## config.mk

```make
export PLATFORM = sky130hd
export DESIGN_NAME = led_matrix_ctrl
export DESIGN_NICKNAME = d
export VERILOG_FILES = /design/src/verilog/matrix_pkg.sv /design/src/verilog/blank_counter.sv /design/src/verilog/cmd_fsm.sv /design/src/verilog/display_settings.sv /design/src/verilog/led_matrix_ctrl.sv /design/src/verilog/pixel_writer.sv
export SDC_FILE = /design/constraint.sdc
export NUM_CORES = 1
export LEC_CHECK = 0
export BUFFER_PORTS_ARGS = -buffer_cell sky130_fd_sc_hd__buf_2
export CAP_MARGIN = 10
export CORE_MARGIN = 8
export CORE_UTILIZATION = 50
export CTS_CLUSTER_SIZE = 20
export DETAILED_ROUTE_END_ITERATION = 8
export PLACE_DENSITY_LB_ADDON = 0.05
export SLEW_MARGIN = 20
export SYNTH_ARGS = -nofsm -noshare
export SYNTH_HDL_FRONTEND = slang
export SYNTH_SLANG_ARGS = --single-unit
```

## constraint.sdc

```tcl
create_clock -name clk_in -period 6.2 [get_ports clk_in]
set_input_delay 0.93 -clock clk_in [delete_from_list [all_inputs] [get_ports clk_in]]
set_output_delay 0.93 -clock clk_in [all_outputs]
set_load 0.01 [all_outputs]
```

## src/verilog/matrix_pkg.sv

```systemverilog
// panel geometry, address widths, command byte codes
// and the controller state type

package matrix_pkg;

    // byte lanes
    localparam int DATA_BITS = 8;

    // 64 x 32 panel, two bytes per pixel
    localparam int ROW_BITS = 5;
    localparam int COL_BITS = 6;
    localparam int PIX_SEL_BITS = 1;
    localparam int ADDR_BITS = ROW_BITS + COL_BITS + PIX_SEL_BITS;
    localparam int RAM_DEPTH = 4096;

    // display enables
    localparam int BRIGHTNESS_LEVELS = 6;
    localparam int RGB_CHANNELS = 3;

    // command bytes, ascii letters and digits
    typedef enum logic [DATA_BITS-1:0] {
        OP_RED_ON      = 8'h52,
        OP_RED_OFF     = 8'h72,
        OP_GREEN_ON    = 8'h47,
        OP_GREEN_OFF   = 8'h67,
        OP_BLUE_ON     = 8'h42,
        OP_BLUE_OFF    = 8'h62,
        OP_BRIGHT_OFF  = 8'h30,
        OP_BRIGHT_1    = 8'h31,
        OP_BRIGHT_2    = 8'h32,
        OP_BRIGHT_3    = 8'h33,
        OP_BRIGHT_4    = 8'h34,
        OP_BRIGHT_5    = 8'h35,
        OP_BRIGHT_6    = 8'h36,
        OP_BRIGHT_ALL  = 8'h39,
        // next byte carries the brightness mask
        OP_BRIGHT_LOAD = 8'h54,
        OP_BLANK       = 8'h5a,
        // followed by row, column, colour high, colour low
        OP_PIXEL       = 8'h50
    } cmd_opcode_t;

    // controller states
    typedef enum logic [2:0] {
        IDLE,
        BRIGHT_ARG,
        BLANK,
        PIX_ROW,
        PIX_COL,
        PIX_HI,
        PIX_LO
    } cmd_state_t;

endpackage

```

## src/verilog/blank_counter.sv

```systemverilog
// address sweep over the whole frame ram for a blank

`timescale 1ns/1ps

module blank_counter (
    input  logic                             clk_in,
    input  logic                             reset,
    input  logic                             blank_start,
    output logic                             blank_active,
    output logic [matrix_pkg::ADDR_BITS-1:0] blank_addr,
    output logic                             blank_last
);
    import matrix_pkg::*;

    always_ff @(posedge clk_in) begin
        if (reset) begin
            blank_active <= 1'b0;
            blank_addr <= '0;
        end else if (blank_start) begin
            blank_active <= 1'b1;
            blank_addr <= '0;
        end else if (blank_active) begin
            if (blank_last) begin
                blank_active <= 1'b0;
            end
            // wraps back to zero after the top address
            blank_addr <= blank_addr + 1'b1;
        end
    end

    assign blank_last = blank_active && (blank_addr == ADDR_BITS'(RAM_DEPTH - 1));

endmodule

```

## src/verilog/cmd_fsm.sv

```systemverilog
// command state machine
// decodes received bytes, drives the settings strobe and blank start

`timescale 1ns/1ps

module cmd_fsm (
    input  logic                             clk_in,
    input  logic                             reset,
    input  logic [matrix_pkg::DATA_BITS-1:0] data_rx,
    input  logic                             data_ready_n,
    input  logic                             blank_last,
    output matrix_pkg::cmd_state_t           state,
    output logic                             byte_accept,
    output logic                             ready_for_data,
    output logic                             busy,
    output logic                             settings_strobe,
    output matrix_pkg::cmd_opcode_t          settings_op,
    output logic [matrix_pkg::DATA_BITS-1:0] settings_arg,
    output logic                             blank_start
);
    import matrix_pkg::*;

    // one extra busy cycle while the final write is on the ram port
    logic wr_tail;

    // only a blank holds off the receiver
    assign ready_for_data = (state != BLANK);
    assign byte_accept = !data_ready_n && ready_for_data;
    assign busy = (state != IDLE) || wr_tail;

    always_ff @(posedge clk_in) begin
        if (reset) begin
            state <= IDLE;
            settings_strobe <= 1'b0;
            blank_start <= 1'b0;
            wr_tail <= 1'b0;
        end else begin
            settings_strobe <= 1'b0;
            blank_start <= 1'b0;
            wr_tail <= 1'b0;
            case (state)
                IDLE: begin
                    if (byte_accept) begin
                        case (data_rx)
                            OP_RED_ON, OP_RED_OFF, OP_GREEN_ON, OP_GREEN_OFF,
                            OP_BLUE_ON, OP_BLUE_OFF, OP_BRIGHT_OFF, OP_BRIGHT_ALL,
                            OP_BRIGHT_1, OP_BRIGHT_2, OP_BRIGHT_3,
                            OP_BRIGHT_4, OP_BRIGHT_5, OP_BRIGHT_6: begin
                                settings_strobe <= 1'b1;
                            end
                            OP_BRIGHT_LOAD: state <= BRIGHT_ARG;
                            OP_BLANK: begin
                                state <= BLANK;
                                blank_start <= 1'b1;
                            end
                            OP_PIXEL: state <= PIX_ROW;
                            // unknown bytes are dropped
                            default: state <= IDLE;
                        endcase
                    end
                end
                BRIGHT_ARG: begin
                    if (byte_accept) begin
                        settings_strobe <= 1'b1;
                        state <= IDLE;
                    end
                end
                BLANK: begin
                    if (blank_last) begin
                        state <= IDLE;
                        wr_tail <= 1'b1;
                    end
                end
                PIX_ROW: if (byte_accept) state <= PIX_COL;
                PIX_COL: if (byte_accept) state <= PIX_HI;
                PIX_HI: if (byte_accept) state <= PIX_LO;
                PIX_LO: begin
                    if (byte_accept) begin
                        state <= IDLE;
                        wr_tail <= 1'b1;
                    end
                end
                default: state <= IDLE;
            endcase
        end
    end

    // opcode and argument for display_settings
    always_ff @(posedge clk_in) begin
        if (byte_accept) begin
            if (state == BRIGHT_ARG) begin
                settings_op <= OP_BRIGHT_LOAD;
            end else begin
                settings_op <= cmd_opcode_t'(data_rx);
            end
            settings_arg <= data_rx;
        end
    end

endmodule

```

## src/verilog/display_settings.sv

```systemverilog
// colour channel and brightness plane enable registers

`timescale 1ns/1ps

module display_settings (
    input  logic                                      clk_in,
    input  logic                                      reset,
    input  logic                                      settings_strobe,
    input  matrix_pkg::cmd_opcode_t                   settings_op,
    input  logic [matrix_pkg::DATA_BITS-1:0]          settings_arg,
    output logic [matrix_pkg::RGB_CHANNELS-1:0]       rgb_enable,
    output logic [matrix_pkg::BRIGHTNESS_LEVELS-1:0]  brightness_enable
);
    import matrix_pkg::*;

    // digit k toggles plane BRIGHTNESS_LEVELS - k
    int toggle_bit;

    assign toggle_bit = BRIGHTNESS_LEVELS - 1 - (int'(settings_op) - int'(OP_BRIGHT_1));

    always_ff @(posedge clk_in) begin
        if (reset) begin
            rgb_enable <= '1;
            brightness_enable <= '1;
        end else if (settings_strobe) begin
            case (settings_op)
                OP_RED_ON:    rgb_enable[0] <= 1'b1;
                OP_RED_OFF:   rgb_enable[0] <= 1'b0;
                OP_GREEN_ON:  rgb_enable[1] <= 1'b1;
                OP_GREEN_OFF: rgb_enable[1] <= 1'b0;
                OP_BLUE_ON:   rgb_enable[2] <= 1'b1;
                OP_BLUE_OFF:  rgb_enable[2] <= 1'b0;
                OP_BRIGHT_1, OP_BRIGHT_2, OP_BRIGHT_3,
                OP_BRIGHT_4, OP_BRIGHT_5, OP_BRIGHT_6: begin
                    brightness_enable[toggle_bit] <= ~brightness_enable[toggle_bit];
                end
                OP_BRIGHT_OFF: brightness_enable <= '0;
                OP_BRIGHT_ALL: brightness_enable <= '1;
                // low bits of the argument byte become the mask
                OP_BRIGHT_LOAD: begin
                    brightness_enable <= settings_arg[BRIGHTNESS_LEVELS-1:0];
                end
                default: brightness_enable <= brightness_enable;
            endcase
        end
    end

endmodule

```

## src/verilog/led_matrix_ctrl.sv

```systemverilog
// top level of the led matrix byte command controller
// fsm, blank sweep, ram write port and display enables

`timescale 1ns/1ps

module led_matrix_ctrl (
    input  logic                                      clk_in,
    input  logic                                      reset,
    input  logic [matrix_pkg::DATA_BITS-1:0]          data_rx,
    input  logic                                      data_ready_n,
    output logic                                      ready_for_data,
    output logic                                      busy,
    output logic [matrix_pkg::RGB_CHANNELS-1:0]       rgb_enable,
    output logic [matrix_pkg::BRIGHTNESS_LEVELS-1:0]  brightness_enable,
    output logic [matrix_pkg::ADDR_BITS-1:0]          ram_address,
    output logic [matrix_pkg::DATA_BITS-1:0]          ram_data,
    output logic                                      ram_write_enable
);
    import matrix_pkg::*;

    // fsm to writer
    cmd_state_t           fsm_state;
    logic                 byte_accept;

    // fsm to settings
    logic                 settings_strobe;
    cmd_opcode_t          settings_op;
    logic [DATA_BITS-1:0] settings_arg;

    // blank sweep
    logic                 blank_start;
    logic                 blank_active;
    logic [ADDR_BITS-1:0] blank_addr;
    logic                 blank_last;

    cmd_fsm u_cmd_fsm (
        .clk_in          (clk_in),
        .reset           (reset),
        .data_rx         (data_rx),
        .data_ready_n    (data_ready_n),
        .blank_last      (blank_last),
        .state           (fsm_state),
        .byte_accept     (byte_accept),
        .ready_for_data  (ready_for_data),
        .busy            (busy),
        .settings_strobe (settings_strobe),
        .settings_op     (settings_op),
        .settings_arg    (settings_arg),
        .blank_start     (blank_start)
    );

    blank_counter u_blank_counter (
        .clk_in       (clk_in),
        .reset        (reset),
        .blank_start  (blank_start),
        .blank_active (blank_active),
        .blank_addr   (blank_addr),
        .blank_last   (blank_last)
    );

    pixel_writer u_pixel_writer (
        .clk_in           (clk_in),
        .reset            (reset),
        .state            (fsm_state),
        .byte_accept      (byte_accept),
        .data_rx          (data_rx),
        .blank_active     (blank_active),
        .blank_addr       (blank_addr),
        .ram_address      (ram_address),
        .ram_data         (ram_data),
        .ram_write_enable (ram_write_enable)
    );

    display_settings u_display_settings (
        .clk_in            (clk_in),
        .reset             (reset),
        .settings_strobe   (settings_strobe),
        .settings_op       (settings_op),
        .settings_arg      (settings_arg),
        .rgb_enable        (rgb_enable),
        .brightness_enable (brightness_enable)
    );

endmodule

```

## src/verilog/pixel_writer.sv

```systemverilog
// ram write port: pixel colour bytes and blank zero fill
// address is row, column, then the inverted byte select

`timescale 1ns/1ps

module pixel_writer (
    input  logic                             clk_in,
    input  logic                             reset,
    input  matrix_pkg::cmd_state_t           state,
    input  logic                             byte_accept,
    input  logic [matrix_pkg::DATA_BITS-1:0] data_rx,
    input  logic                             blank_active,
    input  logic [matrix_pkg::ADDR_BITS-1:0] blank_addr,
    output logic [matrix_pkg::ADDR_BITS-1:0] ram_address,
    output logic [matrix_pkg::DATA_BITS-1:0] ram_data,
    output logic                             ram_write_enable
);
    import matrix_pkg::*;

    logic [ROW_BITS-1:0] row_q;
    logic [COL_BITS-1:0] col_q;
    logic                hi_write;
    logic                lo_write;

    assign hi_write = byte_accept && (state == PIX_HI);
    assign lo_write = byte_accept && (state == PIX_LO);

    // pixel coordinates, upper bits of each byte ignored
    always_ff @(posedge clk_in) begin
        if (byte_accept && state == PIX_ROW) begin
            row_q <= data_rx[ROW_BITS-1:0];
        end
        if (byte_accept && state == PIX_COL) begin
            col_q <= data_rx[COL_BITS-1:0];
        end
    end

    always_ff @(posedge clk_in) begin
        if (reset) begin
            ram_write_enable <= 1'b0;
        end else begin
            ram_write_enable <= blank_active || hi_write || lo_write;
        end
    end

    always_ff @(posedge clk_in) begin
        if (blank_active) begin
            ram_address <= blank_addr;
            ram_data <= '0;
        end else if (hi_write) begin
            // high colour byte goes to select 1 (little endian)
            ram_address <= {row_q, col_q, PIX_SEL_BITS'(1)};
            ram_data <= data_rx;
        end else if (lo_write) begin
            ram_address <= {row_q, col_q, PIX_SEL_BITS'(0)};
            ram_data <= data_rx;
        end
    end

endmodule
```

==> insert_results.sql <==
INSERT INTO impl_metrics (metric_group, metric, value, unit) VALUES
('placed_design', 'placedInstanceArea', '4290', 'um^2'),
('global_route', 'grt_use_met3', '3.78', '%'),
('route', 'viasPerCell', '5.80', ''),
('critical_path', 'crit_slowest_cell', 'edfxtp_1', ''),
('clocking', 'cts.reportedPaths.clkPinSlew', '80', 'ps'),
('floorplanning', 'die-height', '106', 'um'),
('power', 'vdd_ir_drop_max', '0.000125', 'V'),
('yosys', 'synth_compound_gate_area_share', '12.8', '%'),
('placed_design', 'gp_routability_congestion', '0.848', ''),
('worst_hold_path', 'beginning_of_the_worst_hold_path', 'u_cmd_fsm.blank_start$_SDFF_PP0_', ''),
('floorplanning', 'start_util', '51.7', '%'),
('global_route', 'grt_max_degree', '29', ''),
('final_layout', 'diodes', '0', ''),
('yosys', 'ys_types', '66', ''),
('clocking', 'clk-insertion-delay-late', '340', 'ps'),
('final_layout', 'final_nets', '446', ''),
('final_layout', 'fin_area', '4490', 'um^2'),
('sta', 'finalWorstPathRequiredPeriod', '4660', 'ps'),
('yosys', 'ys_top_cells_by_area', 'edfxtp_1, dfxtp_1, ha_1, mux2i_1, nor2_1', ''),
('sta', 'timing.fmax', '215', 'MHz'),
('critical_path', 'cp.depth', '13', ''),
('floorplanning', 'floorplan.io_pins', '43', ''),
('yosys', 'synth_enable_flop_cells', '37', ''),
('critical_path', 'worst_ep_required_time', '6440', 'ps'),
('critical_path', 'worstPathCellList', 'inv_1 -> ha_1 -> nor4b_1 -> o21ai_1 -> a21oi_2 -> or4b_2 -> ha_1 -> nor4b_1 -> nand4b_1 -> nor3_1 -> and4_4 -> a31oi_1 -> o221a_2', ''),
('global_route', 'grt_overflow_total', '0', ''),
('clocking', 'cts.hold.buffers_added', '0', ''),
('critical_path', 'critical_path_arrival', '4900', 'ps'),
('yosys', 'xor_xnor_fraction_of_synth_area', '3.62', '%'),
('route', 'drt-initial-drc-count', '125', ''),
('clocking', 'cts_setup_buffers', '0', ''),
('yosys', 'synth_fp_nets', '405', ''),
('sta', 'grt_setup_unrepaired', 'false', ''),
('critical_path', 'path_delay_family', 'simple AND/OR/NAND/NOR gates', ''),
('yosys', 'synthCells', '377', ''),
('worst_hold_path', 'min_to', 'u_blank_counter.blank_active$_SDFF_PP0_', ''),
('route', 'drt-pass1-iter-count', '4', ''),
('route', 'antenna_violating_nets_post_route', '0', ''),
('route', 'routed-via-count', '3045', ''),
('worst_hold_path', 'hold_class', 'reg -> reg', ''),
('critical_path', 'endpoint_kind_of_the_worst_setup_timing_path', 'flip-flop', ''),
('floorplanning', 'rows', '32', ''),
('yosys', 'synth_largest_type_area_fraction', '27.7', '%'),
('worst_hold_path', 'whs_path_depth', '2', ''),
('global_route', 'met1_usage', '22.7', '%'),
('clocking', 'cts_buffers', '9', ''),
('floorplanning', 'fp.coreArea', '7770', 'um^2'),
('yosys', 'syn_area', '4010', 'um^2'),
('sta', 'worstMarginPinSlew', '1020', 'ps'),
('route', 'routedWlPerCell', '16.9', 'um'),
('critical_path', 'path_class', 'reg -> reg', ''),
('final_layout', 'drive_above_1_share', '23.2', '%'),
('critical_path', 'crit_path_max_fanout', '13', ''),
('clocking', 'cts-root-buf', 'clkbuf_8', ''),
('sta', 'fin_crit_sh', '75.1', '%'),
('sta', 'setup_violation_total_in_the_final_timing_report', '0', ''),
('yosys', 'postSynth.topFlopCell', 'edfxtp_1', ''),
('power', 'p_per_area', '228', 'nW/um^2'),
('clocking', 'tritoncts', 'yes', ''),
('critical_path', 'worst_setup_slack_for_register_to_register_paths', '1540', 'ps'),
('yosys', 'yosys_warnings', '0', ''),
('final_layout', 'utilization', '57.8', '%'),
('critical_path', 'cpPeakStageDelay', '690', 'ps'),
('yosys', 'syn_area_per_cell', '10.6', 'um^2'),
('yosys', 'dominant_combinational_cell_family_by_area_after_synthesis', 'simple AND/OR/NAND/NOR gates', ''),
('final_layout', 'flow.area_growth_from_synthesis', '11.8', '%'),
('outcome', 'status', 'finished clean', ''),
('sta', 'report.final.hold_viol_count', '0', ''),
('critical_path', 'regToRegStartpoint', 'u_cmd_fsm.settings_op[0]$_SDFFCE_PN0P_', ''),
('route', 'wirelength', '8870', 'um'),
('power', 'leakage', '1.66', 'nW');
==> how the worst max path moves through the flow <==
stage | from | endpoint | slack, ps
final | u_cmd_fsm.settings_op[0]$_SDFFCE_PN0P_ | flip-flop | 1540
after floorplan | u_cmd_fsm.settings_op[0]$_SDFFCE_PN0P_ | flip-flop | 2170
after global placement | u_cmd_fsm.settings_op[0]$_SDFFCE_PN0P_ | flip-flop | 1680
after detailed placement | u_cmd_fsm.settings_op[0]$_SDFFCE_PN0P_ | flip-flop | 1530
after global routing | u_cmd_fsm.settings_op[0]$_SDFFCE_PN0P_ | flip-flop | 1160
after CTS | u_cmd_fsm.settings_op[0]$_SDFFCE_PN0P_ | flip-flop | 1540
==> registers in the layout (all words and copies together), names as in the netlist, named ones only <==
register,cells
u_blank_counter.blank_addr,12
u_pixel_writer.ram_address,12
u_cmd_fsm.settings_op,8
u_pixel_writer.ram_data,8
u_cmd_fsm.settings_arg,6
u_pixel_writer.col_q,6
u_pixel_writer.row_q,5
u_cmd_fsm.state,3
u_display_settings.rgb_enable,3
u_blank_counter.blank_active,1
u_cmd_fsm.blank_start,1
u_cmd_fsm.settings_strobe,1
u_cmd_fsm.wr_tail,1
u_pixel_writer.ram_write_enable,1
==> where the power goes <==
group / total, W / switching [W] / leakage, nW / internal (W)
combinational: 0.000118 / 0.0000703 / 0.924 / 0.0000474
clock: 0.000367 / 0.000182 / 0.0954 / 0.000185
sequential: 0.000540 / 0.0000167 / 0.642 / 0.000524
==> per-layer routing <==
| metal | vias to the layer above | wire length [um] |
|---|---|---|
| met5 | - | 0 |
| met1 | 1464 | 4530 |
| met4 | 0 | 104 |
| li1 | 1489 | - |
| met2 | 81 | 3770 |
| met3 | 11 | 463 |
==> area by class of cell <==
class                   count  area [um^2]  area share, %
multi-input cells         272         2030           45.1
flip-flops and latches     74         1850           41.3
repair buffers             44          225           5.02
well taps                 102          128           2.84
clock buffers               9          124           2.76
clock inverters             7         68.8           1.53
inverters                  17         63.8           1.42
==> tightest hold or removal path: cells and delay by family (launching register included) <==
kind	cells	cell delay, ps
flip-flops	1	330
AND/OR/NAND/NOR	1	70
AO/OA/AOI/OAI	1	40
==> cell usage in the layout, fill, tap and decap left out, types with 3 or more instances in the layout <==
master and instances:
inv_1 17, o311ai_0 3, o21ai_0 6, or2_2 8
nor3_1 10, nand3_1 3, o211ai_1 5, and2_1 3
clkbuf_8 9, and3_1 5, nor4b_1 4, nor2b_1 6
a311o_1 4, xnor2_1 5, mux2i_1 15, ha_1 17
nand2_1 30, nand4_1 9, nand4b_1 3, buf_2 42
and4_1 3, mux2_2 12, xor2_1 9, a211o_1 5
nor2_1 37, or4b_2 4, edfxtp_1 37, a21oi_1 9
nand2b_1 7, a211oi_1 4, dfxtp_1 37, clkinv_2 3
==> logic make-up after synthesis <==
family / after synthesis
simple gates: 147
mux: 28
fa+ha+maj: 17
flops: 74
buf+inv: 31
xor+xnor: 15
compound gates: 65
==> per-stage QoR <==
| step | hold slack, ps | worst slack (ps) | instances |
|---|---|---|---|
| floorplan | 429 | 2170 | 377 |
| global placement | 448 | 1680 | 509 |
| detailed placement | 463 | 1530 | 509 |
| CTS | 478 | 1540 | 525 |
| global route | 524 | 1160 | 525 |
| finish | 471 | 1540 | 525 |
No activity file was read; power rests on OpenSTA's default activity.
